==> src/rtl/mem_consts.svh <==
`ifndef MEM_CONSTS_SVH
`define MEM_CONSTS_SVH

// ************************************************************
// widths and geometry of the memory side
// ************************************************************

`define MEM_WORD_BITS 32 // data and byte address width.
`define MEM_LINES 16 // direct-mapped, one word per line.
`define MEM_INDEX_BITS 4 // index is address bits 5:2.
`define MEM_RAM_WORDS 64 // ram index is address bits 7:2.

`endif
==> src/rtl/mem_pkg.sv <==
`default_nettype none

`include "mem_consts.svh"

package mem_pkg;

	typedef logic [`MEM_WORD_BITS-1:0] word_t;
	typedef logic [`MEM_WORD_BITS-1:0] addr_t; // byte address, bits 1:0 ignored.

	// everything above the index and the byte offset.
	typedef logic [`MEM_WORD_BITS-`MEM_INDEX_BITS-3:0] tag_t;

	// miss handling sequence shared by both caches.
	typedef enum logic [1:0] {
		FILL_IDLE,
		FILL_REQUEST,
		FILL_ACCESS,
		FILL_WAIT_READY
	} fill_state_e;

	typedef enum logic [1:0] {
		GRANT_NONE,
		GRANT_ICACHE,
		GRANT_DCACHE
	} grant_e;

endpackage

`default_nettype wire

==> src/rtl/bus_if.sv <==
`timescale 1ns/1ps
`default_nettype none

interface bus_if;

	logic req;
	logic ack;
	mem_pkg::addr_t addr;
	mem_pkg::word_t rdata;
	mem_pkg::word_t wdata;
	logic rd;
	logic wr;
	logic ready;

	modport master (
		output req, addr, wdata, rd, wr,
		input ack, rdata, ready
	);

	modport arbiter (
		input req, addr, wdata, rd, wr,
		output ack, rdata, ready
	);

	// the ram sees only the routed strobes, not req and ack.
	modport slave (
		input addr, wdata, rd, wr,
		output rdata, ready
	);

endinterface

`default_nettype wire

==> src/rtl/mem_system.sv <==
`timescale 1ns/1ps
`default_nettype none

module mem_system (
	input wire clk,
	input wire reset,
	input wire mem_pkg::addr_t icache_rd_addr,
	input wire icache_rd_req,
	output wire icache_rd_wait,
	output wire mem_pkg::word_t icache_rd_data,
	input wire mem_pkg::addr_t dcache_addr,
	input wire dcache_rd_req,
	input wire dcache_wr_req,
	output wire dcache_rw_wait,
	input wire mem_pkg::word_t dcache_wr_data,
	output wire mem_pkg::word_t dcache_rd_data
);

	bus_if icache_bus ();
	bus_if dcache_bus ();
	bus_if ram_bus ();

	// ************************************************************
	// caches
	// ************************************************************

	icache u_icache (
		.clk(clk),
		.reset(reset),
		.rd_addr(icache_rd_addr),
		.rd_req(icache_rd_req),
		.rd_wait(icache_rd_wait),
		.rd_data(icache_rd_data),
		.bus(icache_bus.master)
	);

	dcache u_dcache (
		.clk(clk),
		.reset(reset),
		.addr(dcache_addr),
		.rd_req(dcache_rd_req),
		.wr_req(dcache_wr_req),
		.rw_wait(dcache_rw_wait),
		.wr_data(dcache_wr_data),
		.rd_data(dcache_rd_data),
		.bus(dcache_bus.master)
	);

	// ************************************************************
	// shared bus and backing store
	// ************************************************************

	bus_arbiter u_bus_arbiter (
		.clk(clk),
		.reset(reset),
		.icache_bus(icache_bus.arbiter),
		.dcache_bus(dcache_bus.arbiter),
		.ram_bus(ram_bus.master)
	);

	block_ram u_block_ram (
		.clk(clk),
		.bus(ram_bus.slave)
	);

endmodule

`default_nettype wire

==> src/rtl/block_ram.sv <==
`timescale 1ns/1ps
`default_nettype none

`include "mem_consts.svh"

module block_ram (
	input wire clk,
	bus_if.slave bus
);

	localparam int RAM_ADDR_BITS = $clog2(`MEM_RAM_WORDS);

	mem_pkg::word_t mem [`MEM_RAM_WORDS];
	logic [RAM_ADDR_BITS-1:0] word_addr;

	// high addresses alias onto the low 256 bytes.
	assign word_addr = bus.addr[RAM_ADDR_BITS+1:2];

	// ************************************************************
	// one access per strobe, ready in the following cycle
	// ************************************************************

	always_ff @(posedge clk)
	begin
		bus.ready <= bus.rd || bus.wr;
		if (bus.wr)
			mem[word_addr] <= bus.wdata;
		if (bus.rd)
			bus.rdata <= mem[word_addr];
	end

endmodule

`default_nettype wire

==> src/rtl/dcache.sv <==
`timescale 1ns/1ps
`default_nettype none

`include "mem_consts.svh"

module dcache (
	input wire clk,
	input wire reset,
	input wire mem_pkg::addr_t addr,
	input wire rd_req,
	input wire wr_req,
	output logic rw_wait,
	input wire mem_pkg::word_t wr_data,
	output mem_pkg::word_t rd_data,
	bus_if.master bus
);

	logic [`MEM_LINES-1:0] valid;
	mem_pkg::tag_t tags [`MEM_LINES];
	mem_pkg::word_t data [`MEM_LINES];

	mem_pkg::fill_state_e state;
	mem_pkg::addr_t fill_addr;
	mem_pkg::word_t fill_wdata;
	logic is_write;
	logic write_done;

	logic [`MEM_INDEX_BITS-1:0] index;
	logic [`MEM_INDEX_BITS-1:0] fill_index;
	mem_pkg::tag_t tag;
	logic hit;
	logic start;
	logic finish;

	assign index = addr[`MEM_INDEX_BITS+1:2];
	assign tag = addr[`MEM_WORD_BITS-1:`MEM_INDEX_BITS+2];
	assign fill_index = fill_addr[`MEM_INDEX_BITS+1:2];
	assign hit = valid[index] && (tags[index] == tag);

	// write_done marks the one cycle in which a finished write completes.
	assign start = (rd_req && !hit) || (wr_req && !write_done);
	assign finish = (state == mem_pkg::FILL_WAIT_READY) && bus.ready;

	assign rd_data = data[index];
	assign rw_wait = (rd_req && (!hit || state != mem_pkg::FILL_IDLE)) ||
		(wr_req && !write_done);

	// ************************************************************
	// read fill and write-through
	// ************************************************************

	always_ff @(posedge clk)
	begin
		if (reset)
		begin
			state <= mem_pkg::FILL_IDLE;
			valid <= '0;
			write_done <= 1'b0;
		end
		else
		begin
			write_done <= finish && is_write;
			case (state)
				mem_pkg::FILL_IDLE:
					if (start) state <= mem_pkg::FILL_REQUEST;
				mem_pkg::FILL_REQUEST:
					if (bus.ack) state <= mem_pkg::FILL_ACCESS;
				mem_pkg::FILL_ACCESS:
					state <= mem_pkg::FILL_WAIT_READY;
				mem_pkg::FILL_WAIT_READY:
				begin
					if (bus.ready)
					begin
						valid[fill_index] <= 1'b1; // allocate on hit or miss.
						state <= mem_pkg::FILL_IDLE;
					end
				end
				default:
					state <= mem_pkg::FILL_IDLE;
			endcase
		end
	end

	always_ff @(posedge clk)
	begin
		if (state == mem_pkg::FILL_IDLE)
		begin
			fill_addr <= addr;
			fill_wdata <= wr_data;
			is_write <= wr_req;
		end
		if (finish)
		begin
			tags[fill_index] <= fill_addr[`MEM_WORD_BITS-1:`MEM_INDEX_BITS+2];
			data[fill_index] <= is_write ? fill_wdata : bus.rdata;
		end
	end

	assign bus.req = (state != mem_pkg::FILL_IDLE);
	assign bus.rd = (state == mem_pkg::FILL_ACCESS) && !is_write;
	assign bus.wr = (state == mem_pkg::FILL_ACCESS) && is_write;
	assign bus.addr = fill_addr;
	assign bus.wdata = fill_wdata;

endmodule

`default_nettype wire

==> src/rtl/icache.sv <==
`timescale 1ns/1ps
`default_nettype none

`include "mem_consts.svh"

module icache (
	input wire clk,
	input wire reset,
	input wire mem_pkg::addr_t rd_addr,
	input wire rd_req,
	output logic rd_wait,
	output mem_pkg::word_t rd_data,
	bus_if.master bus
);

	logic [`MEM_LINES-1:0] valid;
	mem_pkg::tag_t tags [`MEM_LINES];
	mem_pkg::word_t data [`MEM_LINES];

	mem_pkg::fill_state_e state;
	mem_pkg::addr_t fill_addr;

	logic [`MEM_INDEX_BITS-1:0] index;
	logic [`MEM_INDEX_BITS-1:0] fill_index;
	mem_pkg::tag_t tag;
	logic hit;

	assign index = rd_addr[`MEM_INDEX_BITS+1:2];
	assign tag = rd_addr[`MEM_WORD_BITS-1:`MEM_INDEX_BITS+2];
	assign fill_index = fill_addr[`MEM_INDEX_BITS+1:2];
	assign hit = valid[index] && (tags[index] == tag);

	assign rd_data = data[index];
	assign rd_wait = rd_req && (!hit || state != mem_pkg::FILL_IDLE); // zero latency on a hit.

	// ************************************************************
	// miss fill
	// ************************************************************

	always_ff @(posedge clk)
	begin
		if (reset)
		begin
			state <= mem_pkg::FILL_IDLE;
			valid <= '0;
		end
		else
		begin
			case (state)
				mem_pkg::FILL_IDLE:
					if (rd_req && !hit) state <= mem_pkg::FILL_REQUEST;
				mem_pkg::FILL_REQUEST:
					if (bus.ack) state <= mem_pkg::FILL_ACCESS;
				mem_pkg::FILL_ACCESS:
					state <= mem_pkg::FILL_WAIT_READY; // rd strobe goes out here.
				mem_pkg::FILL_WAIT_READY:
				begin
					if (bus.ready)
					begin
						valid[fill_index] <= 1'b1;
						state <= mem_pkg::FILL_IDLE;
					end
				end
				default:
					state <= mem_pkg::FILL_IDLE;
			endcase
		end
	end

	always_ff @(posedge clk)
	begin
		if (state == mem_pkg::FILL_IDLE)
			fill_addr <= rd_addr;
		if (state == mem_pkg::FILL_WAIT_READY && bus.ready)
		begin
			tags[fill_index] <= fill_addr[`MEM_WORD_BITS-1:`MEM_INDEX_BITS+2];
			data[fill_index] <= bus.rdata;
		end
	end

	assign bus.req = (state != mem_pkg::FILL_IDLE);
	assign bus.rd = (state == mem_pkg::FILL_ACCESS);
	assign bus.wr = 1'b0; // read only.
	assign bus.addr = fill_addr;
	assign bus.wdata = '0;

endmodule

`default_nettype wire

==> src/rtl/bus_arbiter.sv <==
`timescale 1ns/1ps
`default_nettype none

module bus_arbiter (
	input wire clk,
	input wire reset,
	bus_if.arbiter icache_bus,
	bus_if.arbiter dcache_bus,
	bus_if.master ram_bus
);

	mem_pkg::grant_e grant;

	// ************************************************************
	// ownership, dcache first from idle, held until req drops
	// ************************************************************

	always_ff @(posedge clk)
	begin
		if (reset)
			grant <= mem_pkg::GRANT_NONE;
		else
		begin
			case (grant)
				mem_pkg::GRANT_NONE:
				begin
					if (dcache_bus.req)
						grant <= mem_pkg::GRANT_DCACHE;
					else if (icache_bus.req)
						grant <= mem_pkg::GRANT_ICACHE;
				end
				mem_pkg::GRANT_ICACHE:
					if (!icache_bus.req) grant <= mem_pkg::GRANT_NONE;
				mem_pkg::GRANT_DCACHE:
					if (!dcache_bus.req) grant <= mem_pkg::GRANT_NONE;
				default:
					grant <= mem_pkg::GRANT_NONE;
			endcase
		end
	end

	// ************************************************************
	// routing, only the owner reaches the ram
	// ************************************************************

	always_comb
	begin
		ram_bus.req = (grant != mem_pkg::GRANT_NONE);
		ram_bus.addr = '0;
		ram_bus.wdata = '0;
		ram_bus.rd = 1'b0;
		ram_bus.wr = 1'b0;
		icache_bus.ack = 1'b0;
		icache_bus.rdata = '0;
		icache_bus.ready = 1'b0;
		dcache_bus.ack = 1'b0;
		dcache_bus.rdata = '0;
		dcache_bus.ready = 1'b0;
		case (grant)
			mem_pkg::GRANT_ICACHE:
			begin
				ram_bus.addr = icache_bus.addr;
				ram_bus.wdata = icache_bus.wdata;
				ram_bus.rd = icache_bus.rd;
				ram_bus.wr = icache_bus.wr;
				icache_bus.ack = icache_bus.req;
				icache_bus.rdata = ram_bus.rdata;
				icache_bus.ready = ram_bus.ready;
			end
			mem_pkg::GRANT_DCACHE:
			begin
				ram_bus.addr = dcache_bus.addr;
				ram_bus.wdata = dcache_bus.wdata;
				ram_bus.rd = dcache_bus.rd;
				ram_bus.wr = dcache_bus.wr;
				dcache_bus.ack = dcache_bus.req;
				dcache_bus.rdata = ram_bus.rdata;
				dcache_bus.ready = ram_bus.ready;
			end
			default:
				ram_bus.req = 1'b0;
		endcase
	end

endmodule

`default_nettype wire

==> config.mk <==
export PLATFORM = sky130hd
export DESIGN_NAME = mem_system
export DESIGN_NICKNAME = d
export VERILOG_FILES = /design/src/rtl/mem_pkg.sv /design/src/rtl/bus_if.sv /design/src/rtl/mem_system.sv /design/src/rtl/block_ram.sv /design/src/rtl/dcache.sv /design/src/rtl/icache.sv /design/src/rtl/bus_arbiter.sv
export VERILOG_INCLUDE_DIRS = /design/src /design/src/rtl
export SDC_FILE = /design/constraint.sdc
export NUM_CORES = 2
export LEC_CHECK = 0
export ABC_AREA = 1
export BUFFER_PORTS_ARGS = -buffer_cell sky130_fd_sc_hd__buf_2
export CAP_MARGIN = 20
export CORE_ASPECT_RATIO = 2
export CORE_MARGIN = 2
export CORE_UTILIZATION = 40
export DETAILED_ROUTE_END_ITERATION = 12
export PLACE_DENSITY = 0.62
export SETUP_SLACK_MARGIN = 0.02
export SYNTH_ARGS = -nofsm -noshare
export SYNTH_HDL_FRONTEND = slang
export SYNTH_SLANG_ARGS = --single-unit
==> constraint.sdc <==
create_clock -name clk -period 9 [get_ports clk]
set_clock_uncertainty 0.05 [all_clocks]
set_input_delay 1.35 -clock clk [delete_from_list [all_inputs] [get_ports clk]]
set_output_delay 1.35 -clock clk [all_outputs]
set_load 0.02 [all_outputs]
==> summary.md <==
| Metric | Value |
|---|---|
| CP Max Fanout | `167` |
| PostCTS Resize Cnt | `0` |
| Max-cap violations | `0` |
| Worst hold path depth | `2` |
| Filler cells | `34.1k` |
| Drt pass-1 iters | `6` |
| Post-layout util | `0.451` |
| Final ANT Viol Nets | `0` |
| Initial drt markers | `10.1k` |
| Register area | `122000 µm²` |
| Largest family of logic cells by synthesized area | `simple AND/OR/NAND/NOR gates` |
| Synth Flop Type | `edfxtp_1` |
| Ys Warns | `0` |
| Hold WS | `416 ps` |
| HPWL after DPL | `274 mm` |
| Post-synthesis compound-gate area fraction | `0.0743` |
| FMAX | `0.142 GHz` |
| Seq cells post-synth | `4069` |
| Post-Route WL | `476 mm` |
| Root buf cell | `clkbuf_16` |
| CTS Buffer Depth | `4` |
| Cell family with most CP delay | `simple AND/OR/NAND/NOR gates` |
| Startpoint Class | `input pin` |
| Part of the cycle the worst path needs | `0.783` |
| Crit path largest cell delay | `680 ps` |
| Part of the Yosys area used for sequential elements | `0.777` |
| Setup violations, final | `0` |
| Initial antenna violation count | `41` |
| Site row count | `325` |
| Die area | `397000 µm²` |
| WP data required | `7600 ps` |
| Commonest non-fill, non-tap cells in the layout | `edfxtp_1 (4029), nand2_1 (2678), nor2_1 (1075), o21ai_0 (854), nand3_1 (477)` |
| Placed cells | `16.5k` |
| Setup TNS | `0 ps` |
| Cell leakage power | `59.4 nW` |
| CORE AREA | `391000 µm²` |
| Starting Density | `0.401` |
| Synth Area in Adders | `0.000878` |
| Async S/R FF share, synth | `0` |
| Result of the run | `finished, final reports clean` |
| Share of layout cells above drive strength 1 | `0.0961` |
| Commonest non-fill, non-tap cell in the layout | `edfxtp_1` |
| Worst hold path class | `flip-flop to flip-flop` |
| Vias in the first global route | `92.6k` |
| First-pass GRT wire length | `663 mm` |
| Post-synth EDFFs | `4029` |
| Post-synthesis mux area share | `0` |
| WL per Instance | `27.7 µm` |
| Worst Reg2Reg Path Length in Cells | `15` |
| Via count | `96.5k` |
| Mapped Cells | `11.5k` |
| H-Tree Depth | `5` |
| Peak supply drop | `186 µV` |
| Critical path's slowest cell | `clkinv_8` |
| Clock Latency Late Sink | `960 ps` |
| Critical Path Stages | `16` |
| Total global-route track usage | `0.233` |
| RSZ-0062 raised after global routing | `false` |
| Die height | `889 µm` |
| Post-route insts no fill | `17.2k` |
| Post-CTS Setup Repair Bufs | `0` |
| Port Buffers | `162` |
| Final Max Tran Viols | `0` |
| Nets | `11.8k` |
| Clock slew at reported path FFs | `60 ps` |
| DRC errors left | `0` |
| Slew @ Worst Pin | `1300 ps` |
| Grt total ovfl | `0` |
| GPL Wtd Cong | `0.879` |
| Power Dens Cells | `251 nW/µm²` |
| Synth Cell Area | `157000 µm²` |
| Clk sinks | `4069` |
| P&R area growth vs syn | `12.3%` |
| Cts-stage hold buffer count | `0` |
| CP Cell Sequence | `buf_8, clkinv_8, or2_2, nand2_1, nand3_1, nand3_1, nand3_1, nand2_1, nand2_1, nor2_1, nand3_1, o21bai_1, buf_4, nand2_1, o21a_1, buf_2` |
| TritonCTS clock tree | `built` |
| Synthesized Nets | `11.6k` |
| Power Total | `44.2 mW` |
| Multi-input combinational cell area | `31400 µm²` |
| Post-Synth XOR/XNOR Area | `0.000112` |
| Distinct cells, synth | `49` |
| Via-to-Cell Ratio | `5.61` |
| Rel. slew slack | `0.133` |
| Io pins | `167` |
| Critical setup path kind | `input pin to output pin` |
| Simple-Gate Fraction of Synth Area | `0.120` |
| Fin crit period | `7050 ps` |
| DIE WIDTH | `447 µm` |
| CTS Buf Count | `358` |
| CP arrival | `5650 ps` |
| Largest net degree at the start of global routing | `235` |
| CP Buf/Inv Count | `4` |
| Syn_area_per_cell | `13.6 µm²` |
| Final Hold Violating Endpoints | `0` |
| Critical path endpoint category | `output pin` |
-- worst paths after layout --
check / slack (ps) / end / startpoint
worst max-delay path: 1950 / dcache_rw_wait / dcache_addr[2]
worst max register to register: 3260 / u_block_ram.bus.rdata[9]$_DFFE_PP_ / u_bus_arbiter.grant[1]$_SDFFE_PP0P_
worst min register to register: 420 / u_icache.valid[14]$_SDFFE_PP0P_ / u_icache.valid[14]$_SDFFE_PP0P_
worst min-delay path: 420 / u_icache.valid[14]$_SDFFE_PP0P_ / u_icache.valid[14]$_SDFFE_PP0P_
-- per-layer routing --
| layer | routed length [µm] | vias up | GRT usage |
|---|---|---|---|
| li1 | - | 42327 | - |
| met1 | 163000 | 48802 | 0.258 |
| met2 | 239000 | 4248 | 0.408 |
| met3 | 34200 | 1129 | 0.0340 |
| met4 | 39200 | 34 | 0.168 |
| met5 | 207 | - | 0 |
-- flip-flops by register name, indices dropped and copies added (netlist names), 16 cells and up --
register	flops
u_icache.bus.addr	30
u_dcache.data	512
u_dcache.valid	16
u_icache.tags	416
u_block_ram.mem	2048
u_dcache.bus.addr	30
u_icache.valid	16
u_icache.data	512
u_block_ram.bus.rdata	32
u_dcache.tags	416
u_dcache.bus.wdata	32
-- worst reg2reg max path: cells and delay by family, from the launching register on --
family | cells | cell delay, ps
AOI/OAI and AO/OA | 2 | 1190
DFF | 1 | 340
adders and majority gates | 1 | 180
and+or+nand+nor | 7 | 1930
buffers and inverters | 5 | 1710
-- cell usage after synthesis, types with 2 or more instances --
| master | count | share of area |
|---|---|---|
| dfxtp_1 | 40 | 0.0051 |
| nand3b_1 | 7 | 0.00034 |
| o22ai_4 | 2 | 0.00026 |
| o22ai_1 | 52 | 0.0021 |
| o21ai_1 | 9 | 0.00029 |
| edfxtp_1 | 4029 | 0.77 |
| o21ai_0 | 861 | 0.027 |
| o31ai_1 | 26 | 0.0012 |
| o211ai_1 | 171 | 0.0082 |
| inv_4 | 3 | 0.00012 |
| a32o_1 | 6 | 0.00038 |
| nand2_1 | 2678 | 0.064 |
| buf_4 | 26 | 0.0012 |
| nor3_1 | 6 | 0.00019 |
| ha_1 | 11 | 0.00088 |
| o2111ai_1 | 15 | 0.00084 |
| inv_2 | 12 | 0.00029 |
| o21a_1 | 4 | 0.00019 |
| clkbuf_1 | 303 | 0.0073 |
| buf_6 | 19 | 0.0014 |
| or2_2 | 9 | 0.00036 |
| nand2_2 | 4 | 0.00016 |
| nand3_1 | 477 | 0.015 |
| buf_1 | 36 | 0.00086 |
| nand2_4 | 2 | 0.00014 |
| a22o_1 | 144 | 0.0080 |
| inv_1 | 349 | 0.0084 |
| a221oi_1 | 158 | 0.0088 |
| clkinv_1 | 6 | 0.00014 |
| buf_2 | 275 | 0.0088 |
| or2_1 | 3 | 0.00012 |
| o221ai_1 | 208 | 0.012 |
| a21oi_1 | 111 | 0.0035 |
| a211oi_1 | 5 | 0.00024 |
| a221oi_2 | 8 | 0.00077 |
| nand4_1 | 258 | 0.010 |
| nor2_1 | 1179 | 0.028 |
-- where the power goes --
part	internal, mW	total [mW]	switching, mW	leakage, nW
logic	1.12	5.61	4.49	16.4
registers	22.5	23.0	0.504	37.2
clock network	8.59	15.6	6.98	5.69
total	32.2	44.2	12.0	59.4
-- through the flow --
step                      area [µm²]  setup WS [ps]
after floorplan               157000           4590
after global placement        164000           1980
after detailed placement      164000           1950
after CTS                     176000           1960
after global routing          176000           1690
final                         176000           1950
-- kinds of logic (layout without fill, tap and decap cells) --
logic type | count (synthesis) | after routing
AOI/OAI and AO/OA | 1785 | 1785
adders and majority gates | 11 | 11
buffers and inverters | 1029 | 1446
xor gates and xnor gates | 2 | 2
and+or+nand+nor | 4628 | 4628
other | 0 | 21
DFF | 4069 | 4069
-- layout make-up --
cell class                      instances  share of cell area
Antenna cell                           21            0.000299
Clock buffer                          426              0.0535
Inverter                              370             0.00851
Timing Repair Buffer                  426              0.0176
Multi-Input combinational cell       6426               0.178
Clock inverter                        224              0.0130
Tap cell                             5232              0.0372
Sequential cell                      4069               0.692
Note: power is estimated with default switching activity, not from simulation.
